[config.mk]
export PLATFORM = sky130hd
export DESIGN_NAME = csr_pipe
export DESIGN_NICKNAME = d
export VERILOG_FILES = /design/src/common/csr_pkg.sv /design/src/hdl/csr_counters.sv /design/src/csr_unit/csr_issue.sv /design/src/csr_unit/csr_file.sv /design/src/csr_unit/csr_trap.sv /design/src/hdl/csr_pipe.sv
export SDC_FILE = /design/constraint.sdc
export NUM_CORES = 1
export LEC_CHECK = 0
export BUFFER_PORTS_ARGS = -buffer_cell sky130_fd_sc_hd__buf_2
export CAP_MARGIN = 20
export CORE_MARGIN = 1
export CORE_UTILIZATION = 50
export CTS_CLUSTER_DIAMETER = 60
export DETAILED_ROUTE_END_ITERATION = 16
export PLACE_DENSITY = 0.78
export SYNTH_ARGS = -nofsm -noshare
export SYNTH_HDL_FRONTEND = slang
export SYNTH_SLANG_ARGS = --single-unit
[constraint.sdc]
create_clock -name clk -period 3.1 [get_ports clk]
set_input_delay 0.31 -clock clk [delete_from_list [all_inputs] [get_ports clk]]
set_output_delay 0.31 -clock clk [all_outputs]
set_load 0.01 [all_outputs]
[src/common/csr_pkg.sv]
package csr_pkg;

    // Basic widths of the CSR stage
    typedef logic [31:0] xlen_t;
    typedef logic [63:0] dword_t;
    typedef logic [11:0] csr_addr_t;
    typedef logic [2:0]  csr_cmd_t;

    // Command codes coming from decode
    localparam csr_cmd_t CSR_X     = 3'd0;
    localparam csr_cmd_t CSR_W     = 3'd1;
    localparam csr_cmd_t CSR_S     = 3'd2;
    localparam csr_cmd_t CSR_C     = 3'd3;
    localparam csr_cmd_t CSR_ECALL = 3'd4;
    localparam csr_cmd_t CSR_MRET  = 3'd5;

    // Counters and timers, read only
    localparam csr_addr_t CYCLE    = 12'hc00;
    localparam csr_addr_t TIME     = 12'hc01;
    localparam csr_addr_t CYCLEH   = 12'hc80;
    localparam csr_addr_t TIMEH    = 12'hc81;

    // Machine trap setup
    localparam csr_addr_t MSTATUS  = 12'h300;
    localparam csr_addr_t MISA     = 12'h301;
    localparam csr_addr_t MEDELEG  = 12'h302;
    localparam csr_addr_t MIDELEG  = 12'h303;
    localparam csr_addr_t MIE      = 12'h304;
    localparam csr_addr_t MTVEC    = 12'h305;
    localparam csr_addr_t MSTATUSH = 12'h310;

    // Machine trap handling
    localparam csr_addr_t MSCRATCH = 12'h340;
    localparam csr_addr_t MEPC     = 12'h341;
    localparam csr_addr_t MCAUSE   = 12'h342;
    localparam csr_addr_t MTVAL    = 12'h343;
    localparam csr_addr_t MIP      = 12'h344;

    // Privilege levels, hypervisor encoding 2'b10 unused
    typedef enum logic [1:0] {
        MODE_USER       = 2'b00,
        MODE_SUPERVISOR = 2'b01,
        MODE_MACHINE    = 2'b11
    } priv_mode_t;

    // Timer interrupt position, same in mie, mip and mideleg
    localparam int MIE_MTIE_BIT = 7;

    // Environment call cause from U-mode, mode is added on top
    localparam xlen_t MCAUSE_ECALL_U = 32'd8;

    // Writable mstatus bits, WPRI fields forced to zero
    localparam xlen_t MSTATUS_WMASK = 32'h807f_ffea;

    // Request leaving the issue stage
    typedef struct packed {
        csr_cmd_t  cmd;
        csr_addr_t addr;
        xlen_t     op1;
    } csr_req_t;

    // Trap related CSR state handed from file to trap unit
    typedef struct packed {
        xlen_t mtvec;
        xlen_t mepc;
        logic  mie_mtie;
        logic  mideleg_mtie;
    } trap_cfg_t;

endpackage

[src/hdl/csr_counters.sv]
`timescale 1ns/100ps

module csr_counters (
    input  logic            clk,
    input  logic            arst_n,
    input  csr_pkg::dword_t mtimecmp,
    output csr_pkg::dword_t cycle,
    output csr_pkg::dword_t mtime,
    output logic            timer_pending
);

    // Free running counters
    // mtime ticks at core clock, no prescaler
    always_ff @(posedge clk or negedge arst_n) begin
        if (!arst_n) begin
            cycle <= '0;
            mtime <= '0;
        end else begin
            cycle <= cycle + 64'd1;
            mtime <= mtime + 64'd1;
        end
    end

    // Unsigned compare against the timer compare register
    // Level stays high until software moves mtimecmp
    assign timer_pending = (mtime >= mtimecmp);

endmodule

[src/csr_unit/csr_issue.sv]
`timescale 1ns/100ps

module csr_issue (
    input  logic              clk,
    input  logic              arst_n,
    input  csr_pkg::csr_cmd_t csr_cmd,
    input  csr_pkg::xlen_t    op1_data,
    input  csr_pkg::xlen_t    imm_i,
    input  logic              branch_hazard,
    output csr_pkg::csr_req_t req
);

    import csr_pkg::*;

    csr_req_t req_d;

    // Squash on branch hazard
    // Killed slot gets all-ones address and operand
    always_comb begin
        if (branch_hazard) begin
            req_d.cmd  = CSR_X;
            req_d.addr = '1;
            req_d.op1  = '1;
        end else begin
            req_d.cmd  = csr_cmd;
            // CSR address sits in the low immediate bits
            req_d.addr = imm_i[11:0];
            req_d.op1  = op1_data;
        end
    end

    // Issue register
    always_ff @(posedge clk or negedge arst_n) begin
        if (!arst_n) begin
            req <= '{cmd: CSR_X, addr: '0, op1: '0};
        end else begin
            req <= req_d;
        end
    end

endmodule

[src/csr_unit/csr_file.sv]
`timescale 1ns/100ps

module csr_file (
    input  logic               clk,
    input  logic               arst_n,
    input  csr_pkg::csr_req_t  req,
    input  csr_pkg::dword_t    cycle,
    input  csr_pkg::dword_t    mtime,
    input  csr_pkg::xlen_t     mstatus_word,
    input  logic               mcause_we,
    input  csr_pkg::xlen_t     mcause_val,
    output csr_pkg::xlen_t     rdata,
    output csr_pkg::trap_cfg_t cfg,
    output logic               mstatus_we,
    output csr_pkg::xlen_t     wdata
);

    import csr_pkg::*;

    // Trap setup
    xlen_t     medeleg;
    logic      mideleg_mtie;
    logic      mie_meie;
    logic      mie_seie;
    logic      mie_mtie;
    logic      mie_stie;
    logic      mie_msie;
    logic      mie_ssie;
    xlen_t     mtvec;
    logic      mstatush_mbe;
    logic      mstatush_sbe;

    // Trap handling
    xlen_t     mscratch;
    xlen_t     mepc;
    xlen_t     mcause;
    xlen_t     mtval;
    xlen_t     mip;

    // Read path and delayed write bookkeeping
    xlen_t     mie_word;
    xlen_t     rdata_d;
    csr_req_t  saved;
    logic      write_en;

    // Enable bits scattered at odd positions
    always_comb begin
        mie_word               = '0;
        mie_word[11]           = mie_meie;
        mie_word[9]            = mie_seie;
        mie_word[MIE_MTIE_BIT] = mie_mtie;
        mie_word[5]            = mie_stie;
        mie_word[3]            = mie_msie;
        mie_word[1]            = mie_ssie;
    end

    // Read multiplexer
    // Info registers and anything unknown fall to zero
    always_comb begin
        case (req.addr)
            CYCLE:    rdata_d = cycle[31:0];
            TIME:     rdata_d = mtime[31:0];
            CYCLEH:   rdata_d = cycle[63:32];
            TIMEH:    rdata_d = mtime[63:32];
            MSTATUS:  rdata_d = mstatus_word;
            // No extensions advertised
            MISA:     rdata_d = '0;
            MEDELEG:  rdata_d = medeleg;
            MIDELEG:  rdata_d = xlen_t'(mideleg_mtie) << MIE_MTIE_BIT;
            MIE:      rdata_d = mie_word;
            MTVEC:    rdata_d = mtvec;
            MSTATUSH: rdata_d = {26'b0, mstatush_mbe, mstatush_sbe, 4'b0};
            MSCRATCH: rdata_d = mscratch;
            MEPC:     rdata_d = mepc;
            MCAUSE:   rdata_d = mcause;
            MTVAL:    rdata_d = mtval;
            MIP:      rdata_d = mip;
            default:  rdata_d = '0;
        endcase
    end

    // Read data and saved request, both one cycle after req
    always_ff @(posedge clk or negedge arst_n) begin
        if (!arst_n) begin
            rdata <= '0;
            saved <= '{cmd: CSR_X, addr: '0, op1: '0};
        end else begin
            rdata <= rdata_d;
            saved <= req;
        end
    end

    // Read-modify-write on the registered read value
    always_comb begin
        write_en = 1'b1;
        case (saved.cmd)
            CSR_W: wdata = saved.op1;
            CSR_S: wdata = rdata | saved.op1;
            CSR_C: wdata = rdata & ~saved.op1;
            default: begin
                write_en = 1'b0;
                wdata    = '0;
            end
        endcase
    end

    // mstatus lives in the trap unit
    assign mstatus_we = write_en && (saved.addr == MSTATUS);

    // Commit one cycle after the read
    always_ff @(posedge clk or negedge arst_n) begin
        if (!arst_n) begin
            medeleg      <= '0;
            mideleg_mtie <= 1'b0;
            mie_meie     <= 1'b0;
            mie_seie     <= 1'b0;
            mie_mtie     <= 1'b0;
            mie_stie     <= 1'b0;
            mie_msie     <= 1'b0;
            mie_ssie     <= 1'b0;
            mtvec        <= '0;
            mstatush_mbe <= 1'b0;
            mstatush_sbe <= 1'b0;
            mscratch     <= '0;
            mepc         <= '0;
            mcause       <= '0;
            mtval        <= '0;
            mip          <= '0;
        end else begin
            if (write_en) begin
                case (saved.addr)
                    MEDELEG:  medeleg      <= wdata;
                    MIDELEG:  mideleg_mtie <= wdata[MIE_MTIE_BIT];
                    MIE: begin
                        mie_meie <= wdata[11];
                        mie_seie <= wdata[9];
                        mie_mtie <= wdata[MIE_MTIE_BIT];
                        mie_stie <= wdata[5];
                        mie_msie <= wdata[3];
                        mie_ssie <= wdata[1];
                    end
                    MTVEC:    mtvec        <= wdata;
                    MSTATUSH: begin
                        mstatush_mbe <= wdata[5];
                        mstatush_sbe <= wdata[4];
                    end
                    MSCRATCH: mscratch     <= wdata;
                    MEPC:     mepc         <= wdata;
                    MCAUSE:   mcause       <= wdata;
                    MTVAL:    mtval        <= wdata;
                    MIP:      mip          <= wdata;
                    // Read-only, unimplemented or owned elsewhere
                    default: ;
                endcase
            end
            // ECALL cause wins over a software write
            if (mcause_we) begin
                mcause <= mcause_val;
            end
        end
    end

    // Trap unit view of the file
    assign cfg.mtvec        = mtvec;
    assign cfg.mepc         = mepc;
    assign cfg.mie_mtie     = mie_mtie;
    assign cfg.mideleg_mtie = mideleg_mtie;

endmodule

[src/csr_unit/csr_trap.sv]
`timescale 1ns/100ps

module csr_trap (
    input  logic               clk,
    input  logic               arst_n,
    input  csr_pkg::csr_req_t  req,
    input  csr_pkg::trap_cfg_t cfg,
    input  logic               timer_pending,
    input  logic               interrupt_ready,
    input  logic               mstatus_we,
    input  csr_pkg::xlen_t     wdata,
    output csr_pkg::xlen_t     mstatus_word,
    output csr_pkg::priv_mode_t mode,
    output logic               mcause_we,
    output csr_pkg::xlen_t     mcause_val,
    output csr_pkg::csr_cmd_t  csr_cmd_out,
    output csr_pkg::xlen_t     trap_vector,
    output logic               stall_may_interrupt
);

    import csr_pkg::*;

    // RV32 mstatus layout, msb first
    typedef struct packed {
        logic       sd;
        logic [7:0] wpri_hi;
        logic       tsr;
        logic       tw;
        logic       tvm;
        logic       mxr;
        logic       sum;
        logic       mprv;
        logic [1:0] xs;
        logic [1:0] fs;
        logic [1:0] mpp;
        logic [1:0] vs;
        logic       spp;
        logic       mpie;
        logic       ube;
        logic       spie;
        logic       wpri_4;
        logic       mie;
        logic       wpri_2;
        logic       sie;
        logic       wpri_0;
    } mstatus_t;

    mstatus_t mstatus;
    logic     take_irq;

    assign mstatus_word = mstatus;

    // Timer interrupt may fire
    // M-mode needs no delegation and MIE, S-mode needs delegation and SIE
    assign stall_may_interrupt = timer_pending && cfg.mie_mtie &&
        ((mode == MODE_MACHINE && !cfg.mideleg_mtie && mstatus.mie) ||
         (mode == MODE_SUPERVISOR && cfg.mideleg_mtie && mstatus.sie));

    assign take_irq = stall_may_interrupt && interrupt_ready;

    // ECALL cause strobe, dropped when an interrupt takes the slot
    assign mcause_we  = (req.cmd == CSR_ECALL) && !take_irq;
    assign mcause_val = MCAUSE_ECALL_U + xlen_t'(mode);

    always_ff @(posedge clk or negedge arst_n) begin
        if (!arst_n) begin
            mode        <= MODE_MACHINE;
            mstatus     <= '{mpp: MODE_MACHINE, default: '0};
            csr_cmd_out <= CSR_X;
            trap_vector <= '0;
        end else begin
            // Software write first, trap events below override fields
            if (mstatus_we) begin
                mstatus <= mstatus_t'(wdata & MSTATUS_WMASK);
                // No hypervisor, legalize MPP
                if (wdata[12:11] == 2'b10) begin
                    mstatus.mpp <= MODE_MACHINE;
                end
            end

            if (take_irq) begin
                csr_cmd_out <= CSR_ECALL;
                mstatus.mpp <= mode;
                // No stvec, both targets use mtvec
                trap_vector <= cfg.mtvec;
                if (!cfg.mideleg_mtie) begin
                    mode         <= MODE_MACHINE;
                    mstatus.mpie <= mstatus.mie;
                    mstatus.mie  <= 1'b0;
                end else begin
                    mode         <= MODE_SUPERVISOR;
                    mstatus.spie <= mstatus.sie;
                    mstatus.sie  <= 1'b0;
                end
            end else begin
                csr_cmd_out <= req.cmd;
                case (req.cmd)
                    CSR_ECALL: begin
                        trap_vector <= cfg.mtvec;
                        mode        <= MODE_MACHINE;
                    end
                    CSR_MRET: begin
                        trap_vector  <= cfg.mepc;
                        mode         <= priv_mode_t'(mstatus.mpp);
                        mstatus.mpp  <= MODE_USER;
                        mstatus.mie  <= mstatus.mpie;
                        // Returning below M drops MPRV
                        if (mstatus.mpp != MODE_MACHINE) begin
                            mstatus.mprv <= 1'b0;
                        end
                    end
                    default: ;
                endcase
            end
        end
    end

endmodule

[src/hdl/csr_pipe.sv]
`timescale 1ns/100ps

module csr_pipe (
    input  logic              clk,
    input  logic              arst_n,
    input  csr_pkg::csr_cmd_t csr_cmd,
    input  csr_pkg::xlen_t    op1_data,
    input  csr_pkg::xlen_t    imm_i,
    input  logic              branch_hazard,
    input  logic              interrupt_ready,
    input  csr_pkg::dword_t   mtimecmp,
    output csr_pkg::csr_cmd_t csr_cmd_out,
    output csr_pkg::xlen_t    csr_rdata,
    output csr_pkg::xlen_t    trap_vector,
    output logic              stall_may_interrupt
);

    import csr_pkg::*;

    // Counter values
    dword_t    cycle;
    dword_t    mtime;
    logic      timer_pending;

    // Issue to execute
    csr_req_t  req;

    // File and trap unit exchange
    trap_cfg_t cfg;
    xlen_t     mstatus_word;
    logic      mstatus_we;
    xlen_t     wdata;
    logic      mcause_we;
    xlen_t     mcause_val;

    csr_counters u_counters (
        .clk           (clk),
        .arst_n        (arst_n),
        .mtimecmp      (mtimecmp),
        .cycle         (cycle),
        .mtime         (mtime),
        .timer_pending (timer_pending)
    );

    csr_issue u_issue (
        .clk           (clk),
        .arst_n        (arst_n),
        .csr_cmd       (csr_cmd),
        .op1_data      (op1_data),
        .imm_i         (imm_i),
        .branch_hazard (branch_hazard),
        .req           (req)
    );

    csr_file u_file (
        .clk          (clk),
        .arst_n       (arst_n),
        .req          (req),
        .cycle        (cycle),
        .mtime        (mtime),
        .mstatus_word (mstatus_word),
        .mcause_we    (mcause_we),
        .mcause_val   (mcause_val),
        .rdata        (csr_rdata),
        .cfg          (cfg),
        .mstatus_we   (mstatus_we),
        .wdata        (wdata)
    );

    // Mode stays inside the trap unit here
    csr_trap u_trap (
        .clk                 (clk),
        .arst_n              (arst_n),
        .req                 (req),
        .cfg                 (cfg),
        .timer_pending       (timer_pending),
        .interrupt_ready     (interrupt_ready),
        .mstatus_we          (mstatus_we),
        .wdata               (wdata),
        .mstatus_word        (mstatus_word),
        .mode                (),
        .mcause_we           (mcause_we),
        .mcause_val          (mcause_val),
        .csr_cmd_out         (csr_cmd_out),
        .trap_vector         (trap_vector),
        .stall_may_interrupt (stall_may_interrupt)
    );

endmodule

==> results.cfg, run 1 <==
[yosys]
ys_seq_area_frac = 0.559
netlist-cell-type-count = 67
syn_area_per_cell_um2 = 10.7
synth.area.top_cells = dfrtp_1 (55%), nor2_1 (4.0%), a21oi_1 (3.9%)
ys_async_sr_fraction = 1.00
synth_ff_type = dfrtp_1
ys_ff_latch = 545
synth_most_common_cell = dfrtp_1
yosysTopAreaCell = dfrtp_1
ys_warn_count = 0
syn_nets = 2486
synth-edff-count = 0
yosys.area.top_type_share = 0.554
synth_commonest_cells = dfrtp_1 (541), nor2_1 (258), nand2_1 (206)
synthesis.area_mm2 = 0.0244
syn_inst = 2285

[drt]
routed_wl_um = 72700
highest_layer = met4
wl_met2_um = 32500
vias = 19600
via_per_inst = 6.08
first_pass_iters = 8
drc_errors = 0
drt-met1-wl_um = 29300
drtIter0Drc = 2191
wire_per_inst_um = 22.6
met3_length_um = 8450
drtAntennaViolNets = 0

[critical_path]
rrSetupSlack_ps = 30
cp-startpoint = u_counters.mtime[55]
arrival_ps = 2990
crit_fanout = 4
r2r-end = u_trap.trap_vector[19]
critPathLaunchType = flip-flop
timing.rr.start = u_counters.mtime[55]
end_kind = output port
crit_required_ps = 2790
crit_type = flip-flop to output port
ff2ff_path_depth = 9

[clocking]
max-clock-path-buffers = 3
tritoncts = built
cts_buffers = 53
clk_latency_ps = 610
cts-root-buf = clkbuf_16
htree_num_levels = 2
clk_pin_slew_ps = 60
cts_sinks = 545

[layout]
fill_cells = 3731
post-route-util = 0.608
multi_input_comb_area_mm2 = 0.0102
drive_above_1_share = 0.222
nets = 2765
fin_cells = 3218
regArea_mm2 = 0.0137
syn2layout_area_growth_pct = 19.3

[timing]
fin_hold_ws_ps = 258
fin_skew_ps = 15.3
worst_pin_slew_ps = 1090
final-hold-violation-count = 0
relSlewSlack = 0.274
rsz0062_at_grt = yes
final.min_clock_period_ps = 3300
drv_slew = 0
fin_ws_ps = -196
fin_crit_sh = 1.06
setup_viol = 1
fmax_ghz = 0.303
setup_tns_ps = -196

[run_status]
status = finished with violations
violations = negative setup slack

[power_and_ir_drop]
p_int_mw = 11.3
peakVddDrop_mv = 0.365
switching_share = 0.234
seq_power_share = 0.500
leakagePower_nw = 13.5
power_switching_mw = 3.46
clkPwrFrac = 0.436
p_comb_frac = 0.064
power_density_mw_per_mm2 = 508

[grt]
grt_max_degree = 99
grt_pass1_wl_um = 112000
grt_util_all_layers = 0.294
antenna_found_initial = 1
grt_pass1_vias = 19400
gr-total-overflow = 0

[worst_hold_path]
holdPathEnd = u_issue.req[44]
hp-start = branch_hazard
worst_hold_path_type = input port to flip-flop
holdPathStages = 2

[die]
num_rows = 80
die_h_um = 223
fp.dieArea_mm2 = 0.0497
die_x_um = 223
ios = 203
core-area_mm2 = 0.0479
start_util = 0.509

[placed_design]
dp_hpwl_um = 49300
dp_slack_ps = -7.14
post-place-cells = 3060
place.gp.congestion = 0.925
port_buffers = 182

[flow_run]
cap_violations = 0
==> per-layer routing <==
layer  vias to the layer above  GRT usage
met2                      1046      0.446
met3                       169     0.0838
met5                         -          0
met4                         0      0.107
met1                      9662      0.403
li1                       8690          -
==> registers in the layout, indices dropped and copies added (netlist names), 32 cells and up <==
register / cells
u_file.medeleg: 32
u_file.saved: 47
u_file.mtval: 32
u_file.mcause: 32
u_counters.mtime: 64
u_counters.cycle: 64
u_file.mip: 32
u_file.mtvec: 32
u_file.rdata: 32
u_issue.req: 47
u_trap.trap_vector: 32
u_file.mscratch: 32
u_file.mepc: 32
==> layout by cell type (no fill, tap or decap), types with 71 or more instances in the layout <==
| cell type | synthesis | final |
|---|---|---|
| dfrtp_1 | 541 | 532 |
| nor2_1 | 258 | 248 |
| nand2_1 | 206 | 205 |
| a21oi_1 | 188 | 188 |
| buf_2 | 13 | 180 |
| o21ai_0 | 98 | 97 |
| buf_4 | 2 | 95 |
| xnor2_1 | 91 | 91 |
| inv_1 | 73 | 73 |
| nand3_1 | 72 | 71 |
==> cell type report <==
type,count,share of cell area
clock buffer,74,0.0540
inverter,73,0.00940
multi-input combinational,1544,0.349
sequential,545,0.468
timing repair buffer,347,0.0875
antenna,1,0.0000859
tap,615,0.0264
clock inverter,19,0.00519
==> worst max-delay path, cell delays in order, from the launching register on <==
cell and delay, ps:
dfrtp_1 450, ha_1 340, nand4_1 180, nor4_1 800
nand2b_4 180, nand3_2 170, and2_4 170, buf_6 100
==> power by group through the flow <==
| stage | Combinational, mW | Clock [mW] | Sequential [mW] |
|---|---|---|---|
| final | 0.954 | 6.45 | 7.39 |
| after floorplan | 0.402 | 0 | 7.51 |
| after detailed placement | 0.902 | 0 | 7.52 |
| after global placement | 0.872 | 0 | 7.52 |
| after CTS | 0.959 | 6.50 | 7.39 |
| after global routing | 1.04 | 6.79 | 7.41 |
==> worst max-delay path by stage <==
stage                                to  slack, ps
finish              stall_may_interrupt       -200
global route        stall_may_interrupt       -220
CTS                 stall_may_interrupt       -170
detailed placement     u_file.mcause[0]         -7
global placement       u_file.mcause[0]         40
floorplan              u_file.mcause[0]        460
==> timing repair <==
item,in CTS,in global routing
buffers inserted,8,7
hold endpoints to repair,113,0
hold buffers,49,0
endpoints found under the setup margin,1,8
pin swaps,11,9
resized for setup,16,11
==> metrics by stage <==
stage               area, um2  power [mW]
floorplan               24400        7.91
global placement        26700        8.39
detailed placement      26700        8.42
CTS                     29000        14.8
global route            29100        15.2
finish                  29100        14.8
==> cells by family (layout without fill, tap and decap cells) <==
family / Yosys count / count (layout) / synth area share
multiplexers: 31 / 31 / 0.0144
flip-flops: 545 / 545 / 0.559
AND/OR/NAND/NOR: 736 / 736 / 0.142
XOR/XNOR: 125 / 125 / 0.0448
other: 0 / 1 / 0
adder cells (fa/ha/maj): 66 / 66 / 0.0338
AO/OA/AOI/OAI: 586 / 586 / 0.173
buffers and inverters: 196 / 513 / 0.0336
No activity file was read; power rests on OpenSTA's default activity.
==> run 2: changes to the inputs <==
CORE_MARGIN = 2   (was 1)
MAX_ROUTING_LAYER = met4   (was not set)
==> results.cfg, run 2 (same netlist as run 1, synthesis figures left out) <==
[critical_path]
crit_fanout = 3
cp_cell_sequence = ha_4 -> nand4_1 -> nor4_4 -> nand4_1 -> a311o_2 -> nand3_2 -> and2_4 -> buf_6
crit_top_cell = nand4_1
arrival_ps = 2900
crit_type = flip-flop to output port
crit_required_ps = 2790
end_kind = output port
slowest_stage = dfrtp_1
critPathLaunchType = flip-flop
critPathMaxStageDelay_ps = 460

[drt]
via_per_inst = 6.09
wire_per_inst_um = 22.7
drtAntennaViolNets = 0
vias = 19700
routed_wl_um = 73300
drc_errors = 0
drtIter0Drc = 2109
first_pass_iters = 9

[die]
ios = 203
fp.dieArea_mm2 = 0.0506
die_x_um = 225
start_util = 0.509
die_h_um = 225
core-area_mm2 = 0.0479
num_rows = 80

[placed_design]
place.gp.congestion = 0.925
port_buffers = 182
dp_hpwl_um = 50600
dp_slack_ps = 60.6
postPlaceCellArea_mm2 = 0.0267

[grt]
grt_util_all_layers = 0.300
grt_max_degree = 85
gr-total-overflow = 0
grt_pass1_wl_um = 113000
grt_pass1_vias = 19500
antenna_found_initial = 3

[power_and_ir_drop]
power_density_mw_per_mm2 = 517
peakVddDrop_mv = 0.420
leakagePower_nw = 13.6

[layout]
nets = 2767
fill_cells = 3777
final_common_cell = dfrtp_1
drive_above_1_share = 0.224
syn2layout_area_growth_pct = 20.1
multi_input_comb_area_mm2 = 0.0102
final_cell_mix = dfrtp_1 (527), nor2_1 (248), nand2_1 (206)
reg.largest.list = u_counters.cycle: 64 flops, u_counters.mtime: 64 flops
regArea_mm2 = 0.0137
fin_area_mm2 = 0.0293

[timing]
fin_skew_ps = 26.7
worst_pin_slew_ps = 1030
relSlewSlack = 0.311
setup_viol = 1
fin_ws_ps = -113
final-hold-violation-count = 0
fin_hold_ws_ps = 227
drv_slew = 0
fin_crit_sh = 1.04
rsz0062_at_grt = yes
setup_tns_ps = -113
final.min_clock_period_ps = 3210
fmax_ghz = 0.311

[clocking]
cts-root-buf = clkbuf_16
tritoncts = built
clk_pin_slew_ps = 60
cts_sinks = 545
cts_buffers = 54
max-clock-path-buffers = 3
clk_latency_ps = 620
htree_num_levels = 2

[worst_hold_path]
worst_hold_path_type = input port to flip-flop

[run_status]
violations = negative setup slack
status = finished with violations

[flow_run]
cap_violations = 0
run 2: cell count changes in the layout (fill, tap and decap cells not counted), moves of 2 or more:
cell,delta
clkbuf_1,+5
clkinv_8,+2
nor2_4,+2
dfrtp_2,+5
diode_2,+2
clkbuf_8,+2
nor2_2,-2
bufinv_16,+2
clkinv_2,-9
dfrtp_1,-5
run 2: repair_timing:
action	4_1_cts	5_1_grt
pin swaps	9	10
endpoints found under the setup margin	1	31
gates resized for setup	16	17
hold endpoints to repair	108	0
setup buffers	7	8
hold buffers	49	0
run 2: layout make-up:
cell class                 count  area share
antenna                        3    0.000256
clock buffer                  82      0.0561
clock inverter                16     0.00738
inverter                      73     0.00934
multi-input combinational   1544       0.348
sequential                   545       0.466
tap                          615      0.0262
timing repair buffer         348      0.0872
run 2: routing by layer:
layer / global-route usage / up-vias / wire (um)
li1: - / 8710 / -
met1: 0.404 / 9774 / 30100
met3: 0.0691 / 181 / 7690
met5: - / - / 0
met4: 0.103 / 0 / 2500
met2: 0.452 / 991 / 33000
run 2: final timing paths:
kind,start,slack (ps),cells after the start,end
min in group asynchronous,arst_n,260,2,u_issue.req[6]
worst max-delay path,u_counters.mtime[47],-110,8,stall_may_interrupt
worst min register to register,u_issue.req[30],340,0,u_file.saved[30]
worst max register to register,u_counters.mtime[61],110,9,u_file.mcause[20]
max in group asynchronous,arst_n,1900,3,u_trap.mstatus_word[11]
worst min-delay path,branch_hazard,230,2,u_issue.req[46]
run 2: metrics by stage:
step	std cells	total power, mW	utilization
after floorplan	2285	7.91	-
after global placement	3061	8.40	0.557
after detailed placement	3061	8.44	0.557
after CTS	3215	15.2	0.608
after global routing	3225	15.6	0.612
final	3226	15.2	0.612
run 2: critical path, delay by kind of cell (launching register included):
kind	cells	cell delay, ps
and+or+nand+nor	5	990
DFF	1	460
AOI/OAI and AO/OA	1	420
adders and majority gates	1	300
buffers and inverters	1	100
run 2: report_power, final:
part	internal, mW	switching (mW)
clock network	4.00	2.80
registers	7.27	0.120
logic	0.387	0.587
total	11.7	3.51
